`src/common/lockstep_pkg.sv`:
```
// Bus widths are fixed at 32-bit data and address; changing them changes both compared vectors
package lockstep_pkg;

  ////////////////////////////////////////
  // Bus geometry
  ////////////////////////////////////////

  localparam int unsigned DataWidth = 32;
  localparam int unsigned AddrWidth = 32;
  localparam int unsigned BeWidth   = 4;

  // Address advance after each completed write
  localparam int unsigned AddrStep  = 4;

  ////////////////////////////////////////
  // Core state
  ////////////////////////////////////////

  typedef enum logic [1:0] {
    IDLE = 2'd0,
    REQ  = 2'd1,
    WAIT = 2'd2
  } core_state_e;

  ////////////////////////////////////////
  // Lockstep vector widths
  ////////////////////////////////////////

  // Compared outputs: {req, we, be, addr, wdata}
  localparam int unsigned core_out_w = 1 + 1 + BeWidth + AddrWidth + DataWidth;

  // Delayed inputs: {gnt, rvalid, rdata, err, fetch_enable}
  localparam int unsigned core_in_w  = 1 + 1 + DataWidth + 1 + 1;

endpackage

```
`src/core/acc_core.sv`:
```
// One outstanding transaction at a time; rdata is accumulated even on an error response
`timescale 1ns/1ps

module acc_core import lockstep_pkg::*; (
  input  logic                 clk_i,
  input  logic                 rst_ni,
  input  logic [AddrWidth-1:0] boot_addr_i,
  input  logic                 fetch_enable_i,
  input  logic                 data_gnt_i,
  input  logic                 data_rvalid_i,
  input  logic [DataWidth-1:0] data_rdata_i,
  input  logic                 data_err_i,
  output logic                 data_req_o,
  output logic                 data_we_o,
  output logic [BeWidth-1:0]   data_be_o,
  output logic [AddrWidth-1:0] data_addr_o,
  output logic [DataWidth-1:0] data_wdata_o,
  output logic                 alert_bus_o
);

  core_state_e          state_q, state_d;
  logic [DataWidth-1:0] acc_q, acc_d;
  logic [AddrWidth-1:0] addr_q, addr_d;
  logic [AddrWidth-1:0] cur_addr;
  logic                 addr_loaded_q, addr_loaded_d;
  logic                 phase_q, phase_d;

  // Boot address is used until the first write has advanced the pointer
  assign cur_addr = addr_loaded_q ? addr_q : boot_addr_i;

  ////////////////////////////////////////
  // Next state
  ////////////////////////////////////////

  always_comb begin
    state_d       = state_q;
    acc_d         = acc_q;
    addr_d        = addr_q;
    addr_loaded_d = addr_loaded_q;
    phase_d       = phase_q;

    case (state_q)
      IDLE: begin
        if (fetch_enable_i) begin
          state_d = REQ;
        end
      end
      REQ: begin
        if (data_gnt_i) begin
          state_d = WAIT;
        end
      end
      WAIT: begin
        if (data_rvalid_i) begin
          state_d = fetch_enable_i ? REQ : IDLE;
          phase_d = ~phase_q;
          if (phase_q) begin
            // Write done, move to the next word
            addr_d        = cur_addr + AddrWidth'(AddrStep);
            addr_loaded_d = 1'b1;
          end else begin
            acc_d = acc_q + data_rdata_i;
          end
        end
      end
      default: state_d = IDLE;
    endcase
  end

  always_ff @(posedge clk_i or negedge rst_ni) begin
    if (!rst_ni) begin
      state_q       <= IDLE;
      acc_q         <= '0;
      addr_q        <= '0;
      addr_loaded_q <= 1'b0;
      phase_q       <= 1'b0;
    end else begin
      state_q       <= state_d;
      acc_q         <= acc_d;
      addr_q        <= addr_d;
      addr_loaded_q <= addr_loaded_d;
      phase_q       <= phase_d;
    end
  end

  ////////////////////////////////////////
  // Bus outputs
  ////////////////////////////////////////

  // Everything is zero outside REQ so idle cycles compare equal
  assign data_req_o   = (state_q == REQ);
  assign data_we_o    = data_req_o & phase_q;
  assign data_be_o    = {BeWidth{data_req_o}};
  assign data_addr_o  = data_req_o ? cur_addr : '0;
  assign data_wdata_o = data_req_o ? acc_q : '0;

  assign alert_bus_o  = (state_q == WAIT) & data_rvalid_i & data_err_i;

  // Request and address stay put while waiting for the grant
  a_req_stable: assert property (
    @(posedge clk_i) disable iff (!rst_ni)
    data_req_o && !data_gnt_i |=> data_req_o && $stable(data_addr_o)
  );

endmodule

```
`src/design/shadow_reset_ctrl.sv`:
```
// LockstepOffset must be at least 2; shadow reset is released synchronously to clk_i
`timescale 1ns/1ps

module shadow_reset_ctrl #(
  parameter int unsigned LockstepOffset = 2
) (
  input  logic clk_i,
  input  logic rst_ni,
  output logic rst_shadow_no,
  output logic enable_cmp_o
);

  localparam int unsigned CntW = $clog2(LockstepOffset);

  logic [CntW-1:0] cnt_q, cnt_d;
  logic            rst_shadow_set_d, rst_shadow_set_q;
  logic            enable_cmp_q;

  // Counter saturates at the last count and holds the release request
  assign rst_shadow_set_d = (cnt_q == CntW'(LockstepOffset - 1));
  assign cnt_d            = rst_shadow_set_d ? cnt_q : cnt_q + 1'b1;

  always_ff @(posedge clk_i or negedge rst_ni) begin
    if (!rst_ni) begin
      cnt_q            <= '0;
      rst_shadow_set_q <= 1'b0;
      enable_cmp_q     <= 1'b0;
    end else begin
      cnt_q            <= cnt_d;
      rst_shadow_set_q <= rst_shadow_set_d;
      // Compare starts one cycle after the shadow leaves reset
      enable_cmp_q     <= rst_shadow_set_q;
    end
  end

  assign rst_shadow_no = rst_shadow_set_q;
  assign enable_cmp_o  = enable_cmp_q;

  a_enable_in_run: assert property (
    @(posedge clk_i) disable iff (!rst_ni)
    enable_cmp_o |-> rst_shadow_no
  );

endmodule

```
`src/design/lockstep_delay.sv`:
```
// Depth must be at least 1; all stages clear to zero on reset and the line never stalls
`timescale 1ns/1ps

module lockstep_delay #(
  parameter int unsigned Width = 1,
  parameter int unsigned Depth = 2
) (
  input  logic             clk_i,
  input  logic             rst_ni,
  input  logic [Width-1:0] d_i,
  output logic [Width-1:0] q_o
);

  logic [Depth-1:0][Width-1:0] stage_q;

  always_ff @(posedge clk_i or negedge rst_ni) begin
    if (!rst_ni) begin
      stage_q <= '0;
    end else begin
      stage_q[0] <= d_i;
      for (int unsigned i = 1; i < Depth; i++) begin
        stage_q[i] <= stage_q[i-1];
      end
    end
  end

  // Oldest stage
  assign q_o = stage_q[Depth-1];

endmodule

```
`src/design/lockstep_cmp.sv`:
```
// Main outputs must arrive one cycle later than the shadow outputs; bus alert passes through
`timescale 1ns/1ps

module lockstep_cmp import lockstep_pkg::*; (
  input  logic                  clk_i,
  input  logic                  rst_ni,
  input  logic                  enable_cmp_i,
  input  logic [core_out_w-1:0] shadow_out_i,
  input  logic [core_out_w-1:0] main_out_i,
  input  logic                  shadow_alert_bus_i,
  output logic                  alert_major_internal_o,
  output logic                  alert_major_bus_o
);

  logic [core_out_w-1:0] shadow_out_q;
  logic                  outputs_mismatch;

  ////////////////////////////////////////
  // Shadow output register
  ////////////////////////////////////////

  always_ff @(posedge clk_i) begin
    shadow_out_q <= shadow_out_i;
  end

  ////////////////////////////////////////
  // Compare
  ////////////////////////////////////////

  // Any differing bit of req, we, be, addr or wdata counts
  assign outputs_mismatch       = enable_cmp_i & (shadow_out_q != main_out_i);
  assign alert_major_internal_o = outputs_mismatch;

  // Shadow sees bus errors with the input delay already applied
  assign alert_major_bus_o      = shadow_alert_bus_i;

  // While compare is off the shadow is in reset or in its first IDLE cycle, never waiting
  a_quiet_when_disabled: assert property (
    @(posedge clk_i) disable iff (!rst_ni)
    !enable_cmp_i |-> !alert_major_internal_o && !alert_major_bus_o
  );

endmodule

```
`src/design/lockstep_top.sv`:
```
// Main core lives outside; its inputs and outputs must be presented here in the same cycle
`timescale 1ns/1ps

module lockstep_top import lockstep_pkg::*; #(
  parameter int unsigned LockstepOffset = 2
) (
  input  logic                 clk_i,
  input  logic                 rst_ni,
  input  logic [AddrWidth-1:0] boot_addr_i,
  input  logic                 fetch_enable_i,
  input  logic                 data_gnt_i,
  input  logic                 data_rvalid_i,
  input  logic [DataWidth-1:0] data_rdata_i,
  input  logic                 data_err_i,
  input  logic                 main_data_req_i,
  input  logic                 main_data_we_i,
  input  logic [BeWidth-1:0]   main_data_be_i,
  input  logic [AddrWidth-1:0] main_data_addr_i,
  input  logic [DataWidth-1:0] main_data_wdata_i,
  output logic                 alert_major_internal_o,
  output logic                 alert_major_bus_o
);

  logic                  rst_shadow_n;
  logic                  enable_cmp;

  // Delayed inputs seen by the shadow
  logic                  shadow_gnt;
  logic                  shadow_rvalid;
  logic [DataWidth-1:0]  shadow_rdata;
  logic                  shadow_err;
  logic                  shadow_fetch_enable;

  // Shadow outputs
  logic                  shadow_req;
  logic                  shadow_we;
  logic [BeWidth-1:0]    shadow_be;
  logic [AddrWidth-1:0]  shadow_addr;
  logic [DataWidth-1:0]  shadow_wdata;
  logic                  shadow_alert_bus;

  logic [core_out_w-1:0] main_out_q;

  shadow_reset_ctrl #(
    .LockstepOffset(LockstepOffset)
  ) u_rst_ctrl (
    .clk_i        (clk_i),
    .rst_ni       (rst_ni),
    .rst_shadow_no(rst_shadow_n),
    .enable_cmp_o (enable_cmp)
  );

  ////////////////////////////////////////
  // Delay lines
  ////////////////////////////////////////

  lockstep_delay #(
    .Width(core_in_w),
    .Depth(LockstepOffset)
  ) u_in_delay (
    .clk_i (clk_i),
    .rst_ni(rst_ni),
    .d_i   ({data_gnt_i, data_rvalid_i, data_rdata_i, data_err_i, fetch_enable_i}),
    .q_o   ({shadow_gnt, shadow_rvalid, shadow_rdata, shadow_err, shadow_fetch_enable})
  );

  // One extra stage matches the shadow output register
  lockstep_delay #(
    .Width(core_out_w),
    .Depth(LockstepOffset + 1)
  ) u_out_delay (
    .clk_i (clk_i),
    .rst_ni(rst_ni),
    .d_i   ({main_data_req_i, main_data_we_i, main_data_be_i, main_data_addr_i,
             main_data_wdata_i}),
    .q_o   (main_out_q)
  );

  acc_core u_shadow_core (
    .clk_i         (clk_i),
    .rst_ni        (rst_shadow_n),
    .boot_addr_i   (boot_addr_i),
    .fetch_enable_i(shadow_fetch_enable),
    .data_gnt_i    (shadow_gnt),
    .data_rvalid_i (shadow_rvalid),
    .data_rdata_i  (shadow_rdata),
    .data_err_i    (shadow_err),
    .data_req_o    (shadow_req),
    .data_we_o     (shadow_we),
    .data_be_o     (shadow_be),
    .data_addr_o   (shadow_addr),
    .data_wdata_o  (shadow_wdata),
    .alert_bus_o   (shadow_alert_bus)
  );

  lockstep_cmp u_cmp (
    .clk_i                 (clk_i),
    .rst_ni                (rst_ni),
    .enable_cmp_i          (enable_cmp),
    .shadow_out_i          ({shadow_req, shadow_we, shadow_be, shadow_addr, shadow_wdata}),
    .main_out_i            (main_out_q),
    .shadow_alert_bus_i    (shadow_alert_bus),
    .alert_major_internal_o(alert_major_internal_o),
    .alert_major_bus_o     (alert_major_bus_o)
  );

endmodule

```
`config.mk`:
```
export PLATFORM = sky130hd
export DESIGN_NAME = lockstep_top
export DESIGN_NICKNAME = d
export VERILOG_FILES = /design/src/common/lockstep_pkg.sv /design/src/core/acc_core.sv /design/src/design/shadow_reset_ctrl.sv /design/src/design/lockstep_delay.sv /design/src/design/lockstep_cmp.sv /design/src/design/lockstep_top.sv
export SDC_FILE = /design/constraint.sdc
export NUM_CORES = 1
export LEC_CHECK = 0
export ABC_CLOCK_PERIOD_IN_PS = 2900
export BUFFER_PORTS_ARGS = -buffer_cell sky130_fd_sc_hd__buf_2
export CORE_MARGIN = 2
export CORE_UTILIZATION = 50
export DETAILED_ROUTE_END_ITERATION = 16
export MAX_ROUTING_LAYER = met4
export PLACE_DENSITY = 0.69
export SYNTH_ARGS = -nofsm -noshare
export SYNTH_HDL_FRONTEND = slang
export SYNTH_SLANG_ARGS = --single-unit
```
`constraint.sdc`:
```
create_clock -name clk_i -period 2.9 [get_ports clk_i]
set_input_delay 0 -clock clk_i [delete_from_list [all_inputs] [get_ports clk_i]]
set_output_delay 0 -clock clk_i [all_outputs]
set_load 0.05 [all_outputs]
```
# --- Word-level counts from Yosys, hierarchy flattened ---
# Cells that the tools add are included.
classes:
  mux: 7
  n_eq_ne: 6
  n_addsub: 3
  n_bitwise: 5
  reduce_logical: 5
ops:
  columns: ["operator", "n"]
  rows:
  - ["$ne A70 B70 Y1", 1]
  - ["$add A32 B3 Y32 const B", 1]
  - ["$add A32 B32 Y32", 1]
  - ["$mux W32", 1]
  - ["$reduce_and A3 Y1", 3]
  - ["$mux W2", 3]
  - ["$ne A2 B2 Y1 const B", 3]
  - ["$pmux W2 S3", 1]
  - ["$and A1 B1 Y1", 4]
  - ["$eq A2 B1 Y1 const B", 1]
  - ["$eq A2 B2 Y1 const B", 1]
  - ["$logic_not A2 Y1", 1]
  - ["$mux W1", 2]
  - ["$reduce_and A2 Y1", 1]
  - ["$add A1 B1 Y1 const B", 1]
  - ["$not A1 Y1", 1]
word_totals:
  wordCells: 41
  reg_bits: 423
  output_inout_bits: 2

# --- Longest topological paths before layout ---
logic_depth:
  depth_word: 3
  ltp_mapped: 13
  depth_no_buf: 9

# --- Modules after synthesis ---
# A second synthesis with hierarchy kept.
unflattened:
  hier_cells: 1307
  area_unflattened_um2: 16185.5
modules_own_cells:
  columns: ["mod", "area_each_um2", "n_inst", "seq_area_each_um2", "cells_each"]
  rows:
  - ["acc_core", 6082.1, 1, 1701.6, 750]
  - ["lockstep_delay at u_out_delay", 5780.5, 1, 5255.0, 280]
  - ["lockstep_cmp", 2172.1, 1, 1401.3, 165]
  - ["lockstep_delay at u_in_delay", 2072.0, 1, 1801.7, 108]
  - ["shadow_reset_ctrl", 78.8, 1, 75.1, 4]

# --- Least setup slack after synthesis ---
# OpenSTA, ideal clock, no wires.
synth_path:
  path_kind: "register to register"
  from: "register u_shadow_core.acc_q[0]"
  to: "register u_shadow_core.acc_q[30]"
  required_ns: 2.775
  arrival_ns: 2.602
  period_less_slack_ns: 2.726
  setup_slack_ns: 0.174
  path_stages_with_launch: 10
  cell_sequence: "dfrtp_1 > ha_1 > fa_1 > a21o_1 > a2111oi_2 > nor3b_1 > nor2_1 > o21ai_0 > a31oi_1 > mux2_2"
synth_via:
  elab_chain_cells: 1
synth_lines:
  columns: ["item", "line_no", "text"]
  rows:
  - ["start: declaration", "acc_core.sv:22", "logic [DataWidth-1:0] acc_q, acc_d;"]
  - ["start signal: assignment", "acc_core.sv:73", "acc_q <= '0;"]
  - ["start signal: assignment", "acc_core.sv:79", "acc_q <= acc_d;"]
  - ["$add A32 B32 Y32", "acc_core.sv:62", "acc_d = acc_q + data_rdata_i;"]
# Every way passes these cells.
# A chain may end at the register's enable or synchronous reset.

# --- Worst setup path after layout ---
layout_path:
  from: "register u_out_delay.stage_q, in the netlist u_out_delay.q_o[64]"
  to: "output alert_major_internal_o"
layout_via:
  elab_chain_cells: 2
layout_lines:
  columns: ["item", "line_no", "text"]
  rows:
  - ["start: declaration", "lockstep_delay.sv:14", "logic [Depth-1:0][Width-1:0] stage_q;"]
  - ["start signal: indexed assignment", "lockstep_delay.sv:22", "stage_q[i] <= stage_q[i-1];"]
  - ["$ne A70 B70 Y1", "lockstep_cmp.sv:31", "assign outputs_mismatch = enable_cmp_i & (shadow_out_q != main_out_i);"]
  - ["$and A1 B1 Y1", "lockstep_cmp.sv:31", null]
  - ["end: declaration", "lockstep_top.sv:20", "output logic alert_major_internal_o,"]
# Every way passes these cells.

==> results.cfg <==
[run_status]
outcome = finished clean

[logic_synthesis]
synth_fp_nets = 1386
synth-seq-cells = 419
ys.flop_type = dfrtp_1
async_flop_share_pct = 84.2
ys_seq_area_share_pct = 66.3
synth_area_per_cell_sq_um = 12.6
synth-edff-count = 0
synth_area_leaders = dfrtp_1 (58%), dfxtp_1 (8.6%), xnor2_1 (3.1%), xor2_1 (2.8%), ha_1 (2.6%)
yosys_warnings = 0
synth_top_area_share_pct = 57.7
netlist_instances = 1213
synth_most_common_cell = dfrtp_1
post-synth-top-area-cell = dfrtp_1
synth_cell_types = 76
synthesis.area_sq_um = 15300
ys_top_cells_by_count = dfrtp_1 (353), nand2_1 (103), nor2_1 (69), dfxtp_1 (66), o21ai_0 (61)

[clock_network]
cts_made_buffers = 42
clock_latency_ps = 530
clk_path_buf_depth = 3
cts_tree = built
h-tree-depth = 2
cts.sinks = 419
cts_root_buf = clkbuf_16
path_clk_slew_ps = 60

[placed_design]
post-place-cells = 1754
io_buffers = 141
gp_congestion = 0.875
dp_hpwl_microns = 23700

[detailed_routing]
antenna_left = 0
drc = 0
vias = 10117
dr.pass1.iters = 5
via_per_inst = 5.13
routed_wirelength_microns = 35000
drt_iter0_drc = 633
routedWlPerCell_microns = 17.8

[global_route]
grt_max_degree = 109
grt_pass1_wl_microns = 54900
grt_pass1_vias = 10465
grt_overflow = 0
antenna_found_initial = 3
grtUsageTotal_pct = 23.3

[critical_path]
start_kind = flip-flop
cpPeakStageDelay_ps = 510
crit_fanout = 2
setup.worst_path.class = flip-flop to primary output
end_kind = primary output
crit_arrival_ps = 2770
path_delay_family = simple AND/OR/NAND/NOR gates
cp.buffers_inverters = 1
worst_ep_required_time_ps = 2900
crit_chain = or4_1 -> nor3_1 -> a31oi_1 -> nor4_1 -> nand4_1 -> o31a_1 -> buf_2
cpMaxStageDelayCell = or4_1

[floorplan]
die_w_microns = 179
start_util_pct = 50.4
fp.dieH_microns = 179
num_io_pins = 142
floorplan.die_area_sq_um = 32000
num_rows = 64
core_sq_um = 30300

[timing]
finalMaxSlewViolations = 0
fmax_mhz = 361
period_needed_ps = 2770
fin_crit_sh_pct = 95.4
hold_violations = 0
finalSetupViolCount = 0
clock_skew_ps = 11.3
final.setup.tns_ps = 0
rsz0062_at_grt = false
hold-worst-slack_ps = 38.6
max_slew_margin_pct = 42.3
worst_slew_pin_slew_ps = 865

[cells_and_area]
seq_area_sq_um = 10200
multi_input_area_sq_um = 4920
stdcell_count = 1972
final_layout_size_suffix_gt1_share_pct = 18.1
finalNetCount = 1713
fill_cells = 2275
synthToLayoutAreaGrowth_pct = 27.9

[worst_hold_path]
hp-class = input port to flip-flop

[job]
cap_violations = 0

[pwr]
powerDensity_nw_per_um2 = 888
p_leak_nw = 8.86
ir_drop_mv = 0.617
==> cells by family (layout without fill, tap and decap cells) <==
group	count (synthesis)	count (layout)	share of synthesized area [%]
other	1	3	0.0245
flip-flops	419	419	66.3
AND/OR/NAND/NOR	340	340	11.5
AO/OA/AOI/OAI	218	218	9.04
multiplexers	43	43	2.84
buffers and inverters	56	417	1.68
adder cells (fa/ha/maj)	33	33	2.75
XOR/XNOR	103	103	5.89
==> registers in the layout, summed over array words and instances (netlist names) <==
signal,count
u_out_delay.stage_q,140
u_out_delay.q_o,70
u_cmp.shadow_out_q,66
u_in_delay.q_o,36
u_in_delay.stage_q,36
u_shadow_core.acc_q,32
u_shadow_core.addr_q,32
u_shadow_core.state_q,2
u_rst_ctrl.cnt_q,1
u_rst_ctrl.enable_cmp_o,1
u_rst_ctrl.rst_shadow_no,1
u_shadow_core.addr_loaded_q,1
u_shadow_core.phase_q,1
==> where the power goes <==
group | total (W) | switching (W) | internal [W]
Combinational | 0.00440 | 0.00249 | 0.00192
Clock | 0.00557 | 0.00220 | 0.00336
Sequential | 0.00742 | 0.000704 | 0.00672
Total | 0.0174 | 0.00539 | 0.0120
==> worst register-to-register path, cell delays in order, from the launching register on <==
cell and delay [ps]:
dfrtp_1 390, ha_1 210, fa_1 390, a21o_1 230
a2111oi_4 350, nor3b_1 120, nor2_1 180, o21ai_0 170
a31oi_1 220, mux2_2 350
==> worst paths after layout <==
kind                                          from                       to  slack (ps)  depth (start not counted)
max                            u_out_delay.q_o[64]   alert_major_internal_o         130                          7
min                                boot_addr_i[24]   u_cmp.shadow_out_q[56]          40                          4
max reg2reg                 u_shadow_core.acc_q[0]  u_shadow_core.acc_q[30]         190                          9
min reg2reg                u_out_delay.stage_q[96]      u_out_delay.q_o[26]         340                          0
min in group asynchronous                   rst_ni  u_out_delay.stage_q[20]         120                          2
max in group asynchronous                   rst_ni  u_out_delay.stage_q[67]        1790                          4
==> metal layers <==
layer	up-vias	part of all wire, %	GRT usage (%)
li1	4840	-	-
met1	4960	43	29.7
met2	258	49	38.2
met3	59	4.4	3.58
met4	0	3.5	8.30
met5	-	0	-
==> layout by cell type, fill, tap and decap left out, types with 17 or more instances in the layout <==
cell type,synthesis,layout
and2_1,41,41
ha_1,32,32
clkbuf_16,0,43
dlygate4sd3_1,0,138
nand3_1,26,26
xnor2_1,54,54
a21oi_1,60,60
dfxtp_1,66,66
mux2i_1,40,40
buf_4,0,40
dfrtp_1,353,351
o22ai_1,17,17
nand2_1,103,103
o21ai_0,61,60
buf_2,4,140
xor2_1,49,49
nand4_1,21,21
nor2_1,69,69
==> what timing repair did <==
action	CTS	global route
setup buffers	0	0
hold endpoints to repair	264	0
setup endpoints to repair	1	9
resized for setup	2	3
pin swaps	1	3
hold buffers	138	0
==> per-stage QoR <==
stage / utilization (%) / setup WS, ps / cell area, sq um / total power (W)
detailed placement: 55.1 / 66.6 / 16700 / 0.0117
floorplan: - / 174 / 15300 / 0.0102
finish: 64.5 / 132 / 19600 / 0.0174
global route: 64.5 / 1.93 / 19600 / 0.0184
global placement: 55.1 / 73.4 / 16700 / 0.0116
CTS: 64.5 / 52.6 / 19600 / 0.0175
==> area by class of cell <==
class,count,area share [%]
timing repair buffer,324,12.8
sequential,419,51.9
multi-input combinational,738,25.1
clock buffer,57,5.92
inverter,15,0.287
tap,396,2.53
antenna,2,0.0256
clock inverter,21,1.48
No activity file was read; power rests on OpenSTA's default activity.
